<file path="src/fetch_pkg.sv">
`default_nettype none

package fetch_pkg;

  // --------------------
  // widths.
  localparam int xlen = 32;

  typedef logic [xlen-1:0] pc_t;
  typedef logic [31:0] inst_t;
  typedef logic [31:0] count_t;

  // --------------------
  // opcode field, bits 6 to 2.
  localparam logic [4:0] opcode_branch = 5'b11000;
  localparam logic [4:0] opcode_jal = 5'b11011;

  // --------------------
  // axi read burst codes.
  localparam logic [2:0] axi_size_word = 3'b010;  // 4 bytes per beat.
  localparam logic [1:0] axi_burst_incr = 2'b01;

endpackage

`default_nettype wire

</file>
<file path="src/fetch_perf.sv">
`timescale 1ns/1ns
`default_nettype none

module fetch_perf (
  input  logic               clock,
  input  logic               reset,
  input  logic               out_valid,
  input  logic               out_ready,
  input  logic               refill_done,
  output fetch_pkg::count_t  inst_count,
  output fetch_pkg::count_t  refill_count
);

  logic inst_fire;

  // sticks at all ones.
  function automatic fetch_pkg::count_t sat_inc(input fetch_pkg::count_t c);
    if (&c) begin
      return c;
    end
    return c + 1'b1;
  endfunction

  assign inst_fire = out_valid && out_ready;

  // --------------------
  // event counters.
  always_ff @(posedge clock) begin
    if (reset) begin
      inst_count <= '0;
      refill_count <= '0;
    end else begin
      if (inst_fire) begin
        inst_count <= sat_inc(inst_count);  // delivered beats.
      end
      if (refill_done) begin
        refill_count <= sat_inc(refill_count);  // completed bursts.
      end
    end
  end

endmodule

`default_nettype wire

</file>
<file path="src/icache.sv">
`timescale 1ns/1ns
`default_nettype none

module icache #(
  parameter int line_words = 4,
  parameter int num_lines = 16
) (
  input  logic              clock,
  input  logic              reset,
  input  logic              fencei,
  input  fetch_pkg::pc_t    addr,
  output logic              hit,
  output fetch_pkg::inst_t  inst,
  // axi read address channel.
  output logic              ar_valid,
  input  logic              ar_ready,
  output fetch_pkg::pc_t    ar_addr,
  output logic [7:0]        ar_len,
  output logic [2:0]        ar_size,
  output logic [1:0]        ar_burst,
  // axi read data channel.
  input  logic              r_valid,
  output logic              r_ready,
  input  fetch_pkg::inst_t  r_data,
  input  logic              r_last,
  output logic              refill_done
);

  localparam int off_bits = $clog2(line_words);
  localparam int idx_bits = $clog2(num_lines);
  localparam int line_lsb = off_bits + 2;
  localparam int tag_bits = fetch_pkg::xlen - idx_bits - line_lsb;

  typedef enum logic [1:0] {
    st_idle,
    st_req,
    st_fill
  } state_t;

  state_t state;

  logic [off_bits-1:0] off;
  logic [idx_bits-1:0] idx;
  logic [tag_bits-1:0] tag;

  logic [num_lines-1:0] valid_bits;
  logic [tag_bits-1:0] tag_mem [num_lines];
  fetch_pkg::inst_t data_mem [num_lines*line_words];

  logic [fetch_pkg::xlen-line_lsb-1:0] miss_line;  // {tag, idx} of the line in flight.
  logic [idx_bits-1:0] miss_idx;
  logic [tag_bits-1:0] miss_tag;
  logic [off_bits-1:0] beat;
  logic fence_seen;  // fence.i arrived during refill.
  logic miss;
  logic beat_fire;

  assign off = addr[line_lsb-1:2];
  assign idx = addr[line_lsb +: idx_bits];
  assign tag = addr[fetch_pkg::xlen-1 -: tag_bits];

  assign miss_idx = miss_line[idx_bits-1:0];
  assign miss_tag = miss_line[idx_bits +: tag_bits];

  // --------------------
  // same-cycle lookup.
  assign hit = valid_bits[idx] && (tag_mem[idx] == tag);
  assign inst = data_mem[{idx, off}];

  assign miss = (state == st_idle) && !hit;

  // --------------------
  // bus side.
  assign ar_valid = (state == st_req);
  assign ar_addr = {miss_line, {line_lsb{1'b0}}};
  assign ar_len = 8'(line_words - 1);
  assign ar_size = fetch_pkg::axi_size_word;
  assign ar_burst = fetch_pkg::axi_burst_incr;
  assign r_ready = (state == st_fill);

  assign beat_fire = r_valid && r_ready;
  assign refill_done = beat_fire && r_last;

  always_ff @(posedge clock) begin
    if (reset) begin
      state <= st_idle;
      valid_bits <= '0;
      beat <= '0;
      fence_seen <= 1'b0;
    end else begin
      case (state)
        st_idle: begin
          if (miss) begin
            state <= st_req;
            fence_seen <= 1'b0;
            valid_bits[idx] <= 1'b0;  // line gets overwritten.
          end
        end
        st_req: begin
          if (ar_ready) begin
            state <= st_fill;
            beat <= '0;
          end
        end
        st_fill: begin
          if (beat_fire) begin
            beat <= beat + 1'b1;
            if (r_last) begin
              state <= st_idle;
              if (!fence_seen) valid_bits[miss_idx] <= 1'b1;
            end
          end
        end
        default: state <= st_idle;
      endcase
      // flush all lines.
      if (fencei) begin
        valid_bits <= '0;
        if (state != st_idle) fence_seen <= 1'b1;
      end
    end
  end

  always_ff @(posedge clock) begin
    if (miss) miss_line <= {tag, idx};
    if (beat_fire) data_mem[{miss_idx, beat}] <= r_data;  // words arrive in order.
    if (refill_done) tag_mem[miss_idx] <= miss_tag;
  end

  // request holds until the slave takes it.
  ar_hold: assert property (@(posedge clock) disable iff (reset)
    (ar_valid && !ar_ready) |=> (ar_valid && $stable(ar_addr)));

endmodule

`default_nettype wire

</file>
<file path="src/ifu.sv">
`timescale 1ns/1ns
`default_nettype none

module ifu #(
  parameter fetch_pkg::pc_t reset_pc = 32'h8000_0000
) (
  input  logic              clock,
  input  logic              reset,
  // redirects.
  input  logic              jump_flush,
  input  fetch_pkg::pc_t    jump_dnpc,
  input  logic              cs_flush,
  input  fetch_pkg::pc_t    cs_dnpc,
  // cache lookup.
  output fetch_pkg::pc_t    fetch_pc,
  input  logic              hit,
  input  fetch_pkg::inst_t  cache_inst,
  // downstream.
  output logic              out_valid,
  input  logic              out_ready,
  output fetch_pkg::pc_t    out_pc,
  output fetch_pkg::inst_t  out_inst
);

  logic flush;
  fetch_pkg::pc_t dnpc;

  logic out_valid_r;
  logic out_valid_r_next;
  fetch_pkg::pc_t out_pc_next;
  fetch_pkg::inst_t out_inst_next;
  fetch_pkg::pc_t fetch_pc_next;

  logic flush_r;  // redirect waiting for a hit.
  logic flush_r_next;
  fetch_pkg::pc_t dnpc_r;
  fetch_pkg::pc_t dnpc_r_next;

  logic out_step_en;

  // cs wins over jump.
  assign flush = jump_flush | cs_flush;
  assign dnpc = cs_flush ? cs_dnpc : jump_dnpc;

  // --------------------
  // static prediction.
  fetch_pkg::pc_t imm_b;
  fetch_pkg::pc_t imm_j;
  fetch_pkg::pc_t pc_incr;
  fetch_pkg::pc_t fetch_pc_pred;

  assign imm_b = {{20{cache_inst[31]}}, cache_inst[7], cache_inst[30:25],
                  cache_inst[11:8], 1'b0};
  assign imm_j = {{12{cache_inst[31]}}, cache_inst[19:12], cache_inst[20],
                  cache_inst[30:21], 1'b0};

  always_comb begin
    case (cache_inst[6:2])
      fetch_pkg::opcode_branch: pc_incr = cache_inst[31] ? imm_b : 32'd4;  // backward only.
      fetch_pkg::opcode_jal:    pc_incr = imm_j;
      default:                  pc_incr = 32'd4;
    endcase
  end

  assign fetch_pc_pred = fetch_pc + pc_incr;

  // --------------------
  // next state.
  assign out_step_en = ~out_valid_r | out_ready;
  assign dnpc_r_next = flush ? dnpc : dnpc_r;

  always_comb begin
    out_valid_r_next = out_valid_r;
    out_pc_next = out_pc;
    out_inst_next = out_inst;
    fetch_pc_next = fetch_pc;
    flush_r_next = flush_r;

    if (flush_r) begin
      if (hit) begin
        flush_r_next = 1'b0;
        fetch_pc_next = dnpc_r;
      end
    end else if (out_step_en) begin
      out_valid_r_next = hit;
      if (hit) begin
        out_pc_next = fetch_pc;
        out_inst_next = cache_inst;
        fetch_pc_next = fetch_pc_pred;
      end
    end

    // redirect drops whatever the stage holds.
    if (flush) begin
      out_valid_r_next = 1'b0;
      if (hit) begin
        fetch_pc_next = dnpc;
      end else begin
        flush_r_next = 1'b1;
      end
    end
  end

  always_ff @(posedge clock) begin
    if (reset) begin
      out_valid_r <= 1'b0;
      flush_r <= 1'b0;
      fetch_pc <= reset_pc;
    end else begin
      out_valid_r <= out_valid_r_next;
      flush_r <= flush_r_next;
      fetch_pc <= fetch_pc_next;
    end
  end

  always_ff @(posedge clock) begin
    out_pc <= out_pc_next;
    out_inst <= out_inst_next;
    dnpc_r <= dnpc_r_next;
  end

  assign out_valid = out_valid_r & ~flush;

  // held beat stays put until taken or flushed.
  out_hold: assert property (@(posedge clock) disable iff (reset)
    (out_valid && !out_ready) |=>
      (jump_flush || cs_flush ||
       (out_valid && $stable(out_pc) && $stable(out_inst))));

endmodule

`default_nettype wire

</file>
<file path="src/fetch_top.sv">
`timescale 1ns/1ns
`default_nettype none

module fetch_top #(
  parameter fetch_pkg::pc_t reset_pc = 32'h8000_0000,
  parameter int line_words = 4,
  parameter int num_lines = 16
) (
  input  logic               clock,
  input  logic               reset,
  input  logic               jump_flush,
  input  fetch_pkg::pc_t     jump_dnpc,
  input  logic               cs_flush,
  input  fetch_pkg::pc_t     cs_dnpc,
  input  logic               fencei,
  // fetch output.
  output logic               out_valid,
  input  logic               out_ready,
  output fetch_pkg::pc_t     out_pc,
  output fetch_pkg::inst_t   out_inst,
  // axi read.
  output logic               ar_valid,
  input  logic               ar_ready,
  output fetch_pkg::pc_t     ar_addr,
  output logic [7:0]         ar_len,
  output logic [2:0]         ar_size,
  output logic [1:0]         ar_burst,
  input  logic               r_valid,
  output logic               r_ready,
  input  fetch_pkg::inst_t   r_data,
  input  logic               r_last,
  // counters.
  output fetch_pkg::count_t  inst_count,
  output fetch_pkg::count_t  refill_count
);

  fetch_pkg::pc_t fetch_pc;
  fetch_pkg::inst_t cache_inst;
  logic hit;
  logic refill_done;

  ifu #(
    .reset_pc(reset_pc)
  ) u_ifu (
    .clock(clock), .reset(reset),
    .jump_flush(jump_flush), .jump_dnpc(jump_dnpc),
    .cs_flush(cs_flush), .cs_dnpc(cs_dnpc),
    .fetch_pc(fetch_pc), .hit(hit), .cache_inst(cache_inst),
    .out_valid(out_valid), .out_ready(out_ready),
    .out_pc(out_pc), .out_inst(out_inst)
  );

  icache #(
    .line_words(line_words),
    .num_lines(num_lines)
  ) u_icache (
    .clock(clock), .reset(reset), .fencei(fencei),
    .addr(fetch_pc), .hit(hit), .inst(cache_inst),
    .ar_valid(ar_valid), .ar_ready(ar_ready), .ar_addr(ar_addr),
    .ar_len(ar_len), .ar_size(ar_size), .ar_burst(ar_burst),
    .r_valid(r_valid), .r_ready(r_ready), .r_data(r_data), .r_last(r_last),
    .refill_done(refill_done)
  );

  fetch_perf u_perf (
    .clock(clock), .reset(reset),
    .out_valid(out_valid), .out_ready(out_ready), .refill_done(refill_done),
    .inst_count(inst_count), .refill_count(refill_count)
  );

endmodule

`default_nettype wire

</file>
<file path="config.mk">
export PLATFORM = sky130hd
export DESIGN_NAME = fetch_top
export DESIGN_NICKNAME = d
export VERILOG_FILES = /design/src/fetch_pkg.sv /design/src/fetch_perf.sv /design/src/icache.sv /design/src/ifu.sv /design/src/fetch_top.sv
export SDC_FILE = /design/constraint.sdc
export NUM_CORES = 2
export LEC_CHECK = 0
export ABC_AREA = 1
export BUFFER_PORTS_ARGS = -buffer_cell sky130_fd_sc_hd__buf_2
export CELL_PAD_IN_SITES_DETAIL_PLACEMENT = 0
export CELL_PAD_IN_SITES_GLOBAL_PLACEMENT = 2
export CORE_AREA = 2 2 495 497
export CTS_BUF_LIST = sky130_fd_sc_hd__clkbuf_8
export CTS_CLUSTER_SIZE = 10
export DETAILED_ROUTE_END_ITERATION = 8
export DIE_AREA = 0 0 497 499
export PLACE_DENSITY = 0.84
export SYNTH_ARGS = -nofsm -noshare
export SYNTH_HDL_FRONTEND = slang
export SYNTH_SLANG_ARGS = --single-unit
</file>
<file path="constraint.sdc">
create_clock -name clock -period 7.2 [get_ports clock]
set_input_delay 0.36 -clock clock [delete_from_list [all_inputs] [get_ports clock]]
set_output_delay 0.36 -clock clock [all_outputs]
set_load 0.02 [all_outputs]
</file>
Yosys cells after proc, flatten, opt, wreduce, memory -nomap -nowiden

Memory sizes are Yosys's and may differ from the RTL's. A register that Yosys moved wholly into a read port is not among the register bits.
Index checks and enable logic that the tools add are counted.

Flip-flop bits (word level): 243
Bits in latches: 0
Memory bits (writable): 2432
ROM bits: 0
Bits of input ports: 105
Output and inout port bits: 176
Logic and storage cells: 117
Memories kept: 2

Memories:

| memory            | depth | bits a word | read ports | clocked after Yosys merged registers in | write ports | RTL line     | RTL |
|---|---|---|---|---|---|---|---|
| u_icache.data_mem | 64    | 32          | 1          | 1                                       | 1           | icache.sv:48 | `fetch_pkg::inst_t data_mem [num_lines*line_words];` |
| u_icache.tag_mem  | 16    | 24          | 1          | 1                                       | 1           | icache.sv:47 | `logic [tag_bits-1:0] tag_mem [num_lines];` |

Add/sub/neg operators: 4
Multipliers: 0
Divide/modulo/power cells: 0
Magnitude comparators: 4
Eq/ne operators: 12
Shift operators: 0
Multiplexer cells: 50
Bitwise gates (word level): 9
Reduce and logical (&&, ||, !) cells: 23

Operators by type and width:

| kind                    | number |
|---|---|
| $mux W32                | 10 |
| $add A32 B1 Y32 const B | 2 |
| $mux W16                | 4 |
| $pmux W32 S2            | 1 |
| $reduce_and A32 Y1      | 2 |
| $add A32 B32 Y32        | 1 |
| $pmux W16 S2            | 1 |
| $eq A24 B24 Y1          | 1 |
| $mux W1                 | 21 |
| $and A16 B16 Y16        | 1 |
| $not A16 Y16            | 1 |
| $or A16 B16 Y16         | 1 |
| $mux W2                 | 6 |
| $eq A5 B5 Y1 const B    | 2 |
| $lt A4 B5 Y1 const B    | 2 |
| $ne A2 B2 Y1 const B    | 5 |
| $demux W1 S4            | 2 |
| $ge A4 B1 Y1 const B    | 2 |
| $logic_and A1 B1 Y1     | 7 |
| $mux W6                 | 1 |
| $pmux W2 S3             | 1 |
| $reduce_and A2 Y1       | 3 |
| $reduce_and A3 Y1       | 2 |
| $reduce_bool A2 Y1      | 3 |
| 15 further kinds        | 20 |

Depth between registers and ports, before layout

Depth after elaboration: 9
Mapped depth: 36
Gate-level depth less buffers: 35

Cells and area by module

Synthesis repeated with hierarchy kept, for this count alone.

Cell total of the unflattened synthesis: 8966
Area total of the unflattened synthesis: 108212.5 µm²

By module, submodules not included:

| module     | instances | cells each | area an instance (µm²) | sequential area each (µm²) |
|---|---|---|---|---|
| icache     | 1         | 7478       | 97121.9                | 74291.3 |
| ifu        | 1         | 820        | 7083.0                 | 3563.4 |
| fetch_perf | 1         | 668        | 4007.6                 | 1281.2 |

Least setup slack after synthesis

Ideal clock, no wire load.

Path type: register to register
From: register u_ifu.fetch_pc[4]
To: register u_ifu.out_inst[0], enable pin
Setup time: 0.488 ns
Data arrival time: 4.780 ns
Required time: 6.712 ns
Setup slack: 1.933 ns
Stages on the path, launching flop included: 20
Path buffers: 3
Clock period less this slack: 5.267 ns
Cell sequence: dfxtp_1 inv_2 buf_4 clkbuf_1 nand2_1 nand2_1 nand2_1 nand2_1 nand2_1 nand2_1 nor2_1 nor2_1 nor2_1 nand2_1 nor2_1 nand3_2 nor2_4 nand2_2 buf_2 nor2_1

Longest elaborated chain between the ends: 4

RTL lines:

| element                            | RTL line     | RTL |
|---|---|---|
| start: declaration                 | ifu.sv:15    | `output fetch_pkg::pc_t fetch_pc,` |
| start signal: assignment           | ifu.sv:108   | `fetch_pc <= reset_pc;` |
| start signal: assignment           | ifu.sv:112   | `fetch_pc <= fetch_pc_next;` |
| $bmux W1 S4                        | icache.sv:67 | `assign hit = valid_bits[idx] && (tag_mem[idx] == tag);` |
| $mux W1 (implied by the code)      | icache.sv:67 |  |
| $logic_and A1 B1 Y1                | icache.sv:67 |  |
| $reduce_and A3 Y1 (no source line) | --           |  |
| end signal: assignment             | ifu.sv:118   | `out_inst <= out_inst_next;` |
| end: declaration                   | ifu.sv:22    | `output fetch_pkg::inst_t out_inst` |

No other way between the ends. The select of a mux whose other input is x is not followed.
A chain may end at the register's enable or synchronous reset.

Worst setup path after layout

From: register u_ifu.fetch_pc[7]
To: register u_ifu.fetch_pc[31]

Longest elaborated chain between the ends: 8
Elaborated cells on any way between the ends: 10
Those cells by class: add/sub: 1; mux: 8; reduce/logical: 1

RTL lines:

| element                                                                  | RTL line  | RTL |
|---|---|---|
| parallel branches: the longest is 7 deep, another holds $add A32 B32 Y32 | --        |  |
| $mux W32 *                                                               | ifu.sv:94 | `if (flush) begin` |

Every way passes the cells marked *. The select of a mux whose other input is x is not followed.

==> out/qor.yml <==
pwr:
  ir_drop_mv: 0.158
  p_leak_nw: 44.7
  p_per_area_mw_per_mm2: 242
  total_power_w: 0.0298
critical_path:
  path_max_fanout: 17
  critical_path.slowest_cell: "nand2_1"
  crit-reg2reg-launch: "u_ifu.fetch_pc[7]"
  start_kind: "flop"
  reg2reg_depth: 26
  r2r-end: "u_ifu.fetch_pc[31]"
  cp.arrival_ns: 7.50
  cpMostUsedCell: "nand2_1"
  rrSetupSlack_ns: 0.73
  worstSetupEndpointType: "flop"
  critPathKind: "reg2reg"
  max_stage_delay_ns: 0.68
  required_ns: 8.23
sta:
  max_freq_ghz: 0.155
  clock-skew-final_ns: 0.108
  slew_violations: 0
  min_period_ns: 6.47
  hold_violations: 0
  worst_pin_slew_ns: 1.31
  fin_setup_tns_ns: 0
  rsz0062_at_grt: "no"
  setup_viol: 0
  period_share_pct: 89.9
  max-slew-margin-rel_pct: 12.6
synth:
  syn_inst: 9271
  ys_warn_count: 0
  synth_area_per_cell_um2: 11.7
  synth_top_area_share_pct: 70.6
  synthTopCellsByArea: "edfxtp_1, nand2_1, o21ai_0"
  synth.distinct_cells: 56
  synth_seq_cells: 2675
  synthTopCellsByCount: "edfxtp_1, nand2_1, nor2_1, o21ai_0, o22ai_1"
  synth_area_leader_cell: "edfxtp_1"
  synth_edf_count: 2556
  ys_seq_area_share_pct: 72.8
  syn_area_mm2: 0.109
  synth_most_common_cell: "edfxtp_1"
  synthArstFlopShare_pct: 0
  synth_top_flop_cell: "edfxtp_1"
floorplan:
  num_rows: 181
  die_area_mm2: 0.248
  die_y_um: 499
  initial_core_util_pct: 44.8
  die_x_um: 497
  core-area_mm2: 0.243
  num_io_pins: 281
hold_path:
  holdPathEnd: "u_icache.data_mem[23][12]"
  hold_path_class: "in2reg"
  hold_depth: 1
  hold_start: "r_data[12]"
status:
  status: "finished clean"
global_route:
  grt_pass1_wl_mm: 529
  overflow: 0
  grt_antenna_before_repair: 18
  first_global_vias: 72681
  grt_usage_pct: 29.7
  grt_max_degree: 185
finish:
  area_delta_synth_final_pct: 13.5
  drive_gt1_share_pct: 11.1
  fin_nets: 9930
clock_network:
  clock_path_buffers: 4
  cts_resized: 0
  cts_sinks: 2675
  cts_tree: "built"
  numCtsBuffers: 444
  cts_root_buffer: "clkbuf_8"
  clk_pin_slew_ns: 0.06
  cts_max_level: 5
  clk_latency_ns: 1.15
job:
  cap_violations: 0
routing:
  first_pass_iters: 6
  drt-total-wl_mm: 378
  route.vias.total: 77745
  drt-initial-drc-count: 10392
  drc: 0
  routed_via_density: 5.83
  ant_nets: 0
  wire_per_inst_um: 28.4
placement:
  io_buffer_count: 263
  hpwlAfterDp_mm: 215
  gp_congestion: 0.897
## where the power goes
part | switching, W | internal, W
clock network | 0.00603 | 0.00604
registers | 0.0000871 | 0.0171
logic | 0.000429 | 0.000119
total | 0.00654 | 0.0233
## critical path, delay by kind of cell (launching register included)
kind | cells | cell delay (ns)
flip-flops | 1 | 0.43
AO/OA/AOI/OAI | 8 | 2.46
AND/OR/NAND/NOR | 14 | 2.54
buffers and inverters | 3 | 0.60
adder cells (fa/ha/maj) | 1 | 0.33
## layout make-up
class / count / area (um2)
fillers: 21238 / 119000
clock inverters: 329 / 1540
diodes: 6 / 15.0
inverters: 378 / 1440
multi-input cells: 5699 / 26700
clock buffers: 450 / 6190
repair buffers: 594 / 4350
well taps: 3202 / 4010
flip-flops and latches: 2675 / 79100
## state kept, by name (all words and copies together) (netlist names)
name and cells:
u_icache.data_mem 2048, u_icache.tag_mem 384, u_ifu.dnpc_r 32, u_ifu.fetch_pc 32, u_ifu.out_inst 32, u_ifu.out_pc 32
u_perf.inst_count 32, u_perf.refill_count 32, u_icache.miss_line 28, u_icache.valid_bits 16, u_icache.beat 2, u_icache.state 2
u_icache.fence_seen 1, u_ifu.flush_r 1, u_ifu.out_valid_r 1
## routing by layer
layer	wire length (um)	global-route usage (%)	part of all wire, %	up-vias
met5	111	0.0965	0.029	-
met4	19500	13.9	5.2	14
met1	148000	39.9	39	38491
met3	40800	7.19	11	897
li1	-	-	-	33978
met2	170000	45.6	45	4365
## how the worst max path moves through the flow
| stage | cells after the start | from | endpoint |
|---|---|---|---|
| finish | 26 | u_ifu.fetch_pc[7] | u_ifu.fetch_pc[31] |
| global route | 30 | u_ifu.fetch_pc[2] | u_ifu.fetch_pc[31] |
| CTS | 30 | u_ifu.fetch_pc[2] | u_ifu.fetch_pc[31] |
| detailed placement | 30 | u_ifu.fetch_pc[2] | u_ifu.fetch_pc[31] |
| global placement | 29 | u_ifu.fetch_pc[2] | u_ifu.fetch_pc[31] |
| floorplan | 19 | u_ifu.fetch_pc[4] | u_ifu.out_inst[0] |
## through the flow
stage	instance area (um2)	utilization [%]	instances	setup WS, ns	hold WS, ns
floorplan	109000	-	9286	1.93	0.409
global placement	115000	47.3	12444	0.770	0.422
detailed placement	115000	47.3	12444	0.871	0.427
CTS	123000	50.9	13327	0.823	0.00199
global route	123000	50.9	13330	0.407	0.0800
finish	123000	50.9	13333	0.730	0.0677
## cell families (layout without fill, tap and decap cells)
kind of cell,after synthesis,in the layout,synth area share (%)
AO/OA/AOI/OAI,1852,1852,9.66
flip-flops,2675,2675,72.8
other,2,23,0.00691
multiplexers,1,1,0.00921
adder cells (fa/ha/maj),33,33,0.387
buffers and inverters,912,1751,3.35
XOR/XNOR,30,30,0.242
AND/OR/NAND/NOR,3766,3766,13.6
## cell usage in the layout, fill, tap and decap left out, types with 59 or more instances in the layout
cell type,count
edfxtp_1,2556
nand2_1,2150
nor2_1,1173
o21ai_0,970
inv_1,506
clkbuf_8,450
o22ai_1,374
buf_2,263
a21oi_1,223
buf_4,204
nand3_1,179
clkinv_1,127
dfxtp_1,115
dlygate4sd3_1,104
nand4_1,87
nor2_4,82
o21ai_1,59
## repair_timing
action | in CTS | in global routing
hold buffers | 104 | 0
endpoints found under the hold margin | 1508 | 0
setup endpoints to repair | 0 | 0
setup buffers | 0 | 0
Power figures use the tool's default switching activity.
